## src/logic/ntt_params_pkg.sv

```systemverilog
// Numeric constants for the pointwise datapath.
// Covers the lattice modulus, the memory word layout and the
// polynomial length. Referenced by scoped name from every other file.

package ntt_params_pkg;

    // Lattice modulus and coefficient width
    localparam int unsigned COEFF_W = 23;
    localparam logic [COEFF_W-1:0] NTT_Q = 23'd8380417;

    // One memory slot per coefficient, top bit is zero padding
    localparam int unsigned SLOT_W = 24;
    localparam int unsigned LANES = 4;
    localparam int unsigned WORD_W = LANES * SLOT_W;

    // 256 coefficients packed four to a word
    localparam int unsigned POLY_WORDS = 64;
    localparam int unsigned ADDR_W = 15;

    // Full 46-bit product plus one accumulate term
    localparam int unsigned PRODUCT_W = 47;

endpackage
```

## src/logic/ntt_types_pkg.sv

```systemverilog
// Types shared by the pointwise datapath and its testbench.
// Holds the operation encoding and the coefficient, word and
// address types built on the numeric constants.

package ntt_types_pkg;

    // Pointwise operation select
    typedef enum logic [1:0] {
        PWO_MUL  = 2'b00,
        PWO_ADD  = 2'b01,
        PWO_SUB  = 2'b10,
        PWO_NONE = 2'b11
    } pwo_op_t;

    // One reduced coefficient
    typedef logic [ntt_params_pkg::COEFF_W-1:0] coeff_t;

    // Memory word, slot 0 in the low bits
    typedef logic [ntt_params_pkg::LANES-1:0][ntt_params_pkg::SLOT_W-1:0] mem_word_t;

    // Memory word address
    typedef logic [ntt_params_pkg::ADDR_W-1:0] mem_addr_t;

endpackage

```

## src/logic/pwo_ctrl.sv

```systemverilog
// Sequencer for one pointwise run over a 64-word polynomial.
// Latches the operation and base addresses on an enable pulse while
// idle, issues one read per cycle and reports busy and done.

module pwo_ctrl (
    input  logic                      clk,
    input  logic                      reset_n,
    input  logic                      zeroize_i,
    input  logic                      enable_i,
    input  ntt_types_pkg::pwo_op_t    mode_i,
    input  logic                      accumulate_i,
    input  ntt_types_pkg::mem_addr_t  a_base_i,
    input  ntt_types_pkg::mem_addr_t  b_base_i,
    input  ntt_types_pkg::mem_addr_t  c_base_i,
    output logic                      a_rd_en_o,
    output logic                      b_rd_en_o,
    output logic                      c_rd_en_o,
    output ntt_types_pkg::mem_addr_t  a_rd_addr_o,
    output ntt_types_pkg::mem_addr_t  b_rd_addr_o,
    output ntt_types_pkg::mem_addr_t  c_rd_addr_o,
    output logic                      data_valid_o,
    output ntt_types_pkg::pwo_op_t    op_o,
    output logic                      acc_o,
    input  logic                      last_write_i,
    output logic                      busy_o,
    output logic                      done_o
);

    logic [$clog2(ntt_params_pkg::POLY_WORDS)-1:0] rd_cnt;
    logic                     rd_active;
    logic                     start;
    ntt_types_pkg::mem_addr_t a_base_q;
    ntt_types_pkg::mem_addr_t b_base_q;
    ntt_types_pkg::mem_addr_t c_base_q;

    // Requests arriving mid-run or with no operation are dropped
    assign start = enable_i & ~busy_o & (mode_i != ntt_types_pkg::PWO_NONE);

    //======================================================================
    // Run state
    //======================================================================
    always_ff @(posedge clk or negedge reset_n) begin
        if (!reset_n) begin
            busy_o       <= 1'b0;
            done_o       <= 1'b0;
            rd_active    <= 1'b0;
            rd_cnt       <= '0;
            data_valid_o <= 1'b0;
            op_o         <= ntt_types_pkg::PWO_NONE;
            acc_o        <= 1'b0;
        end else if (zeroize_i) begin
            busy_o       <= 1'b0;
            done_o       <= 1'b0;
            rd_active    <= 1'b0;
            rd_cnt       <= '0;
            data_valid_o <= 1'b0;
            op_o         <= ntt_types_pkg::PWO_NONE;
            acc_o        <= 1'b0;
        end else begin
            // Memory answers one cycle after the request
            data_valid_o <= rd_active;
            done_o       <= busy_o & last_write_i;
            if (start) begin
                busy_o    <= 1'b1;
                rd_active <= 1'b1;
                rd_cnt    <= '0;
                op_o      <= mode_i;
                acc_o     <= accumulate_i;
            end else begin
                if (last_write_i) begin
                    busy_o <= 1'b0;
                end
                if (rd_active) begin
                    rd_cnt <= rd_cnt + 1'b1;
                    if (rd_cnt == ($bits(rd_cnt))'(ntt_params_pkg::POLY_WORDS - 1)) begin
                        rd_active <= 1'b0;
                    end
                end
            end
        end
    end

    // Bases captured together with the operation at start
    always_ff @(posedge clk) begin
        if (start) begin
            a_base_q <= a_base_i;
            b_base_q <= b_base_i;
            c_base_q <= c_base_i;
        end
    end

    // Destination is only read for multiply-accumulate
    assign a_rd_en_o   = rd_active;
    assign b_rd_en_o   = rd_active;
    assign c_rd_en_o   = rd_active & acc_o & (op_o == ntt_types_pkg::PWO_MUL);
    assign a_rd_addr_o = a_base_q + ntt_types_pkg::mem_addr_t'(rd_cnt);
    assign b_rd_addr_o = b_base_q + ntt_types_pkg::mem_addr_t'(rd_cnt);
    assign c_rd_addr_o = c_base_q + ntt_types_pkg::mem_addr_t'(rd_cnt);

endmodule

```

## config.mk

```make
export PLATFORM = sky130hd
export DESIGN_NAME = pwo_ctrl
export DESIGN_NICKNAME = d
export VERILOG_FILES = /design/src/logic/ntt_params_pkg.sv /design/src/logic/ntt_types_pkg.sv /design/src/logic/pwo_ctrl.sv
export SDC_FILE = /design/constraint.sdc
export NUM_CORES = 1
export LEC_CHECK = 0
export BUFFER_PORTS_ARGS = -buffer_cell sky130_fd_sc_hd__buf_2
export CAP_MARGIN = 20
export CORE_ASPECT_RATIO = 0.75
export CORE_MARGIN = 1
export CORE_UTILIZATION = 47
export CTS_BUF_LIST = sky130_fd_sc_hd__clkbuf_8
export CTS_CLUSTER_SIZE = 14
export DETAILED_ROUTE_END_ITERATION = 8
export PLACE_DENSITY_LB_ADDON = 0.2
export SYNTH_ARGS = -nofsm -noshare
export SYNTH_HDL_FRONTEND = slang
export SYNTH_SLANG_ARGS = --single-unit
```

## constraint.sdc

```tcl
create_clock -name clk -period 2 [get_ports clk]
set_input_delay 0.1 -clock clk [delete_from_list [all_inputs] [get_ports clk]]
set_output_delay 0.1 -clock clk [all_outputs]
set_load 0.02 [all_outputs]
```

==> metrics.txt, run 1 <==
Fill cells=~390; Post-DRT Antenna Nets=0; failing checks=setup timing; Post-synth top cells=edfxtp_1 (45), xnor2_1 (36), nor2_1 (22); Synth Flop Type=edfxtp_1; Core Rows=25; Critical-path top delay cell=dfrtp_1; gr ovfl total=0; CTS root buffer=clkbuf_8; Hold WS=about 0.03 ns; TritonCTS clock tree=done; Port Buffer Count=about 110; Reg clk slew, reported paths=~0.060 ns; Clk Latency, worst-skew pair=approximately 0.34 ns; DR iter-0 viols=94; Worst path depth=7; WL/cell=around 15 um; detailed-route via count=approximately 2.7k; final worst-path cycle share=1.17; status=finished with violations; synthesized instance count=approximately 270; fin nets=between 500 and 600; share of cells above drive strength 1=0.470; Starting Density=0.497; Placed Cells incl. Taps=465; Detailed Place HPWL=a little over 5000 um; worst hold path class=input port to flop; Synth Cell Area=between 3000 and 4000 um2; Synth warnings=0; Crit. End Element=output port; Worst Setup Slack, final=-0.341 ns; Synth cell types=34; Fmax achieved=~0.43 GHz; die height=around 74 um; worst path arrival time=between 2 and 2.5 ns; min cycle time layout=approximately 2.3 ns; EDFF count, synth=between 40 and 50; fraction of registers with async set/reset=0.224; TritonRoute pass-1 iters=5; Worst EP required=about 1.9 ns; crit path kind=flop to output port; largest net degree at the start of global routing=39; depth of the most critical reg-to-reg path=3; Yosys reg bits=between 50 and 60; Residual DRC=0; Pwr Density=a little under 600 nW/um2; CP startpoint kind=flop; Die W=between 90 and 100 um; area of the multi-input gates=around 1900 um2; worst-path cell chain=ha_2 -> fa_2 -> a211oi_2 -> o21bai_2 -> a211o_1 -> o311ai_2 -> buf_4; I/O pin total=between 100 and 150; share of Yosys cell area claimed by the top area cell type=0.422; H-Tree Depth=3; Final Instance Count excl. Fillers=between 500 and 600; slew margin rel.=0.686; WP buf/inv=1; peak supply drop=0.000536 V; GR Util All Layers=0.232; fin util=0.818; area leader, netlist=edfxtp_1; vias in the first global route=2710; Post-Synthesis Net Count=340; Setup TNS Final=-7.57 ns; Layout Skew=roughly 0.011 ns; total CTS buffers=9; top-count cell post-synth=edfxtp_1; initial antenna violation count=0; CORE AREA=between 6000 and 7000 um2; worst-margin pin slew=roughly 0.47 ns; Avg Inst Size Synth=about 12 um2; Placer Congestion=between 0.8 and 0.9; leakage=roughly 2.2 nW; P&R area growth vs syn=64.5%; dpl ws=-0.139 ns; WL final=a little over 8000 um; final hold violations=0; delay of the slowest critical-path stage=roughly 0.41 ns; Vias per Instance=5.06; main area contributors after synthesis=edfxtp_1 (42%), xnor2_1 (9.8%), dfrtp_1 (8.6%); Hold Path Stages=2; first-pass GRT wire length=around 13000 um; CTS Buffer Depth=2; Max Cap Viol=0; Setup Viol. Count Final=38; critical path's top delay family=compound AO/OA/AOI/OAI gates; max-slew violations=0; CTS Sinks=58; Reg area=about 1700 um2; die area=around 7200 um2; register area share after synthesis=0.524; crit path max fanout=3; # diodes=0; RSZ-0062 raised after global routing=yes
-- worst reg2reg max path, stage by stage (launching register included) --
cell and delay, ns:
dfrtp_2 0.44, a211oi_4 0.40, or2_0 0.41, nor2_1 0.11
-- cell type report --
| class | instances | share of cell area |
|---|---|---|
| tap | 81 | 0.0192 |
| clock buffer | 12 | 0.0313 |
| multi-input combinational | 200 | 0.358 |
| timing repair buffer | 184 | 0.265 |
| inverter | 4 | 0.00285 |
| sequential | 58 | 0.320 |
| clock inverter | 4 | 0.00356 |
-- state kept, by name (all words and copies together), names as in the netlist --
signal / cells
rd_cnt: 6
data_valid_o: 1
done_o: 1
b_base_q: 15
c_base_q: 15
a_base_q: 15
a_rd_en_o: 1
acc_o: 1
busy_o: 1
op_o: 2
-- kinds of logic after synthesis --
kind of cell               after synthesis  share of synthesized area
buffers and inverters                    7                     0.0102
xor gates and xnor gates                42                      0.115
DFF                                     58                      0.524
muxes                                    2                    0.00625
AOI/OAI and AO/OA                       53                      0.121
adders and majority gates               22                     0.0929
and+or+nand+nor                         81                      0.130
-- per-layer routing --
| metal | track usage | up-vias | wire, um |
|---|---|---|---|
| met3 | 0.0771 | 6 | 355 |
| met5 | 0 | - | 0 |
| met2 | 0.410 | 81 | 4110 |
| li1 | - | 1373 | - |
| met4 | 0.0556 | 0 | 51 |
| met1 | 0.278 | 1289 | 3600 |
-- layout by cell type (no fill, tap or decap), types with 4 or more instances in the layout --
master	n
buf_2	69
buf_4	54
dlygate4sd3_1	47
edfxtp_1	45
xnor2_1	31
nor2_1	21
ha_4	14
nand4_1	13
clkbuf_8	12
buf_6	12
nand2_1	11
a21oi_2	10
nor3_1	7
a211oi_4	6
inv_1	6
a21oi_1	6
a21o_1	6
xor2_1	6
dfrtp_2	6
and3_1	5
xnor2_2	5
nand3_1	5
dfrtp_1	5
o21ai_2	4
nor2b_1	4
nand3_2	4
o21ai_4	4
a211o_1	4
o21bai_1	4
-- power breakdown --
part	internal [mW]	switching, mW	leakage [nW]
Sequential	1.39	0.0586	0.588
Clock	0.541	0.463	0.105
Combinational	0.318	0.305	1.51
-- stage by stage --
stage          cell area (um2)  total power, mW
5_1_grt                   5270             3.19
4_1_cts                   5090             3.06
3_3_place_gp              3980             1.90
3_5_place_dp              3980             1.91
2_1_floorplan             3230             1.73
6_report                  5270             3.07
-- path summary, 6_finish.rpt --
| check | start | to | slack (ns) |
|---|---|---|---|
| setup reg to reg | busy_o | rd_cnt[2] | 0.51 |
| setup / recovery | rd_cnt[0] | a_rd_addr_o[8] | -0.34 |
| min in group asynchronous | reset_n | rd_cnt[5] | 0.18 |
| hold reg to reg | busy_o | done_o | 0.57 |
| max in group asynchronous | reset_n | op_o[0] | 1.53 |
| hold / removal | zeroize_i | done_o | 0.03 |
-- repair_timing --
item | CTS | global route
gates resized for setup | 73 | 39
pin swaps | 65 | 27
endpoints found under the hold margin | 59 | 0
hold buffers | 47 | 0
setup endpoints to repair | 36 | 39
buffers inserted | 13 | 6
Power figures use the tool's default switching activity.
==> inputs of run 2 (changes only) <==
--- a/config.mk
+++ b/config.mk
@@ -11,9 +11,11 @@
 export CORE_MARGIN = 1
 export CORE_UTILIZATION = 47
 export CTS_BUF_LIST = sky130_fd_sc_hd__clkbuf_8
+export CTS_CLUSTER_DIAMETER = 50
 export CTS_CLUSTER_SIZE = 14
 export DETAILED_ROUTE_END_ITERATION = 8
 export PLACE_DENSITY_LB_ADDON = 0.2
+export SKIP_LAST_GASP = 1
 export SYNTH_ARGS = -nofsm -noshare
 export SYNTH_HDL_FRONTEND = slang
 export SYNTH_SLANG_ARGS = --single-unit
==> metrics.txt, run 2 (synthesis results as in run 1) <==
depth of the most critical reg-to-reg path=3 (unchanged); CTS Buffer Depth=2 (unchanged); status=finished with violations; Layout Skew=0.0116 ns (+0.000542 ns); Post-DRT Antenna Nets=0 (unchanged); Final Cell Area=5270 um2 (about the same); min cycle time layout=2.39 ns (+0.0515 ns); slew margin rel.=0.685 (about the same); Clk Latency, worst-skew pair=0.34 ns (about the same); Hold Path Stages=2 (unchanged); share of cells above drive strength 1=0.469 (-0.00115); Residual DRC=0 (unchanged); vias in the first global route=2690 (-0.74%); Placer Congestion=0.811 (unchanged); Core Rows=25 (unchanged); crit path max fanout=3 (unchanged); # diodes=0 (unchanged); Pwr Density=583 nW/um2 (about the same); TritonCTS clock tree=done; Reg clk slew, reported paths=0.06 ns (about the same); total CTS buffers=9 (unchanged); detailed-route via count=2793 (+1.6%); most common cell after layout, fill and taps aside=buf_2; Post-DP Area=3980 um2 (unchanged); H-Tree Depth=3 (unchanged); crit path kind=flop to output port; Max Cap Viol=0 (unchanged); fin nets=531 (-0.19%); CP startpoint kind=flop; Die W=97.3 um (unchanged); worst hold path class=input port to flop; Worst Setup Slack, final=-0.393 ns (-0.0515 ns); most frequent cells in the layout=buf_2 (72), buf_4 (51), dlygate4sd3_1 (47), edfxtp_1 (45), xnor2_1 (31); worst path arrival time=2.29 ns (+0.05 ns); CORE AREA=6440 um2 (unchanged); I/O pin total=107 (unchanged); final worst-path cycle share=1.20 (+0.0257); Vias per Instance=5.15 (+1.8%); largest net degree at the start of global routing=39 (unchanged); Top Registers=a_base_q: 15 flops, b_base_q: 15 flops, c_base_q: 15 flops; fin util=0.817 (about the same); worst-margin pin slew=0.471 ns (+0.000821 ns); first-pass GRT wire length=12700 um (-0.38%); max-slew violations=0 (unchanged); RSZ-0062 raised after global routing=yes; initial antenna violation count=0 (unchanged); final hold violations=0 (unchanged); failing checks=setup timing; WL final=8120 um (about the same); P&R area growth vs syn=64.3% (about the same); Worst EP required=1.90 ns (about the same); Setup Viol. Count Final=36 (-5.3%); WL/cell=15.0 um (+0.25%); Starting Density=0.497 (unchanged); peak supply drop=0.000541 V (+0.90%); Fmax achieved=0.418 GHz (-2.2%); Crit. End Element=output port; TritonRoute pass-1 iters=4 (-1); die height=73.5 um (unchanged); leakage=2.20 nW (-0.22%); GR Util All Layers=0.232 (about the same); gr ovfl total=0 (unchanged); CTS Sinks=58 (unchanged); DR iter-0 viols=127 (+35%); die area=7150 um2 (unchanged); CTS root buffer=clkbuf_8; Detailed Place HPWL=5080 um (unchanged); Port Buffer Count=106 (unchanged)
==> run 2: cell type report <==
| class | count | area [um2] |
|---|---|---|
| Multi-Input combinational cell | 200 | 1900 |
| Sequential cell | 58 | 1690 |
| Timing Repair Buffer | 183 | 1380 |
| Fill cell | 392 | 1180 |
| Clock buffer | 12 | 165 |
| Tap cell | 81 | 101 |
| Clock inverter | 4 | 18.8 |
| Inverter | 4 | 15.0 |
==> run 2: timing repair <==
| item | 4_1_cts | 5_1_grt |
|---|---|---|
| pin swaps | 64 | 25 |
| endpoints found under the hold margin | 59 | 0 |
| setup buffers | 13 | 4 |
| hold buffers | 47 | 0 |
| endpoints found under the setup margin | 36 | 39 |
| resized for setup | 72 | 37 |
==> run 2: metal layers <==
| metal | vias up | part of all wire | track usage |
|---|---|---|---|
| li1 | 1365 | - | - |
| met1 | 1331 | 0.44 | 0.281 |
| met2 | 87 | 0.50 | 0.407 |
| met3 | 10 | 0.050 | 0.0714 |
| met4 | 0 | 0.011 | 0.0654 |
| met5 | - | 0 | 0 |
==> run 2: path summary, 6_finish.rpt <==
check | endpoint | slack [ns] | start
setup / recovery | a_rd_addr_o[8] | -0.39 | rd_cnt[0]
setup reg to reg | rd_cnt[2] | 0.52 | busy_o
max in group asynchronous | op_o[0] | 1.54 | reset_n
hold reg to reg | done_o | 0.57 | busy_o
min in group asynchronous | rd_cnt[5] | 0.18 | reset_n
hold / removal | done_o | 0.03 | zeroize_i
==> run 2: power breakdown <==
part	leakage, nW	internal, mW	total (mW)	switching (mW)
logic	1.50	0.314	0.620	0.306
clock network	0.105	0.541	1.00	0.463
registers	0.588	1.39	1.44	0.0587
==> run 2: through the flow <==
stage / setup WS [ns] / setup TNS [ns] / total power [mW] / std cells / hold slack, ns
final: -0.393 / -7.24 / 3.07 / 542 / 0.0254
after global routing: -0.494 / -10.94 / 3.19 / 542 / 0.0198
after CTS: -0.416 / -7.58 / 3.06 / 539 / 0.00492
after detailed placement: -0.139 / -0.888 / 1.91 / 465 / 0.00390
after global placement: -0.106 / -0.625 / 1.90 / 465 / 0.00933
after floorplan: -0.324 / -13.60 / 1.73 / 265 / -0.196
==> run 2: critical path, cell delays in order (launching register included) <==
cell,delay [ns]
dfrtp_1,0.41
ha_2,0.21
fa_2,0.38
a211oi_4,0.25
o21bai_2,0.12
a211o_1,0.33
o311ai_2,0.08
buf_4,0.19
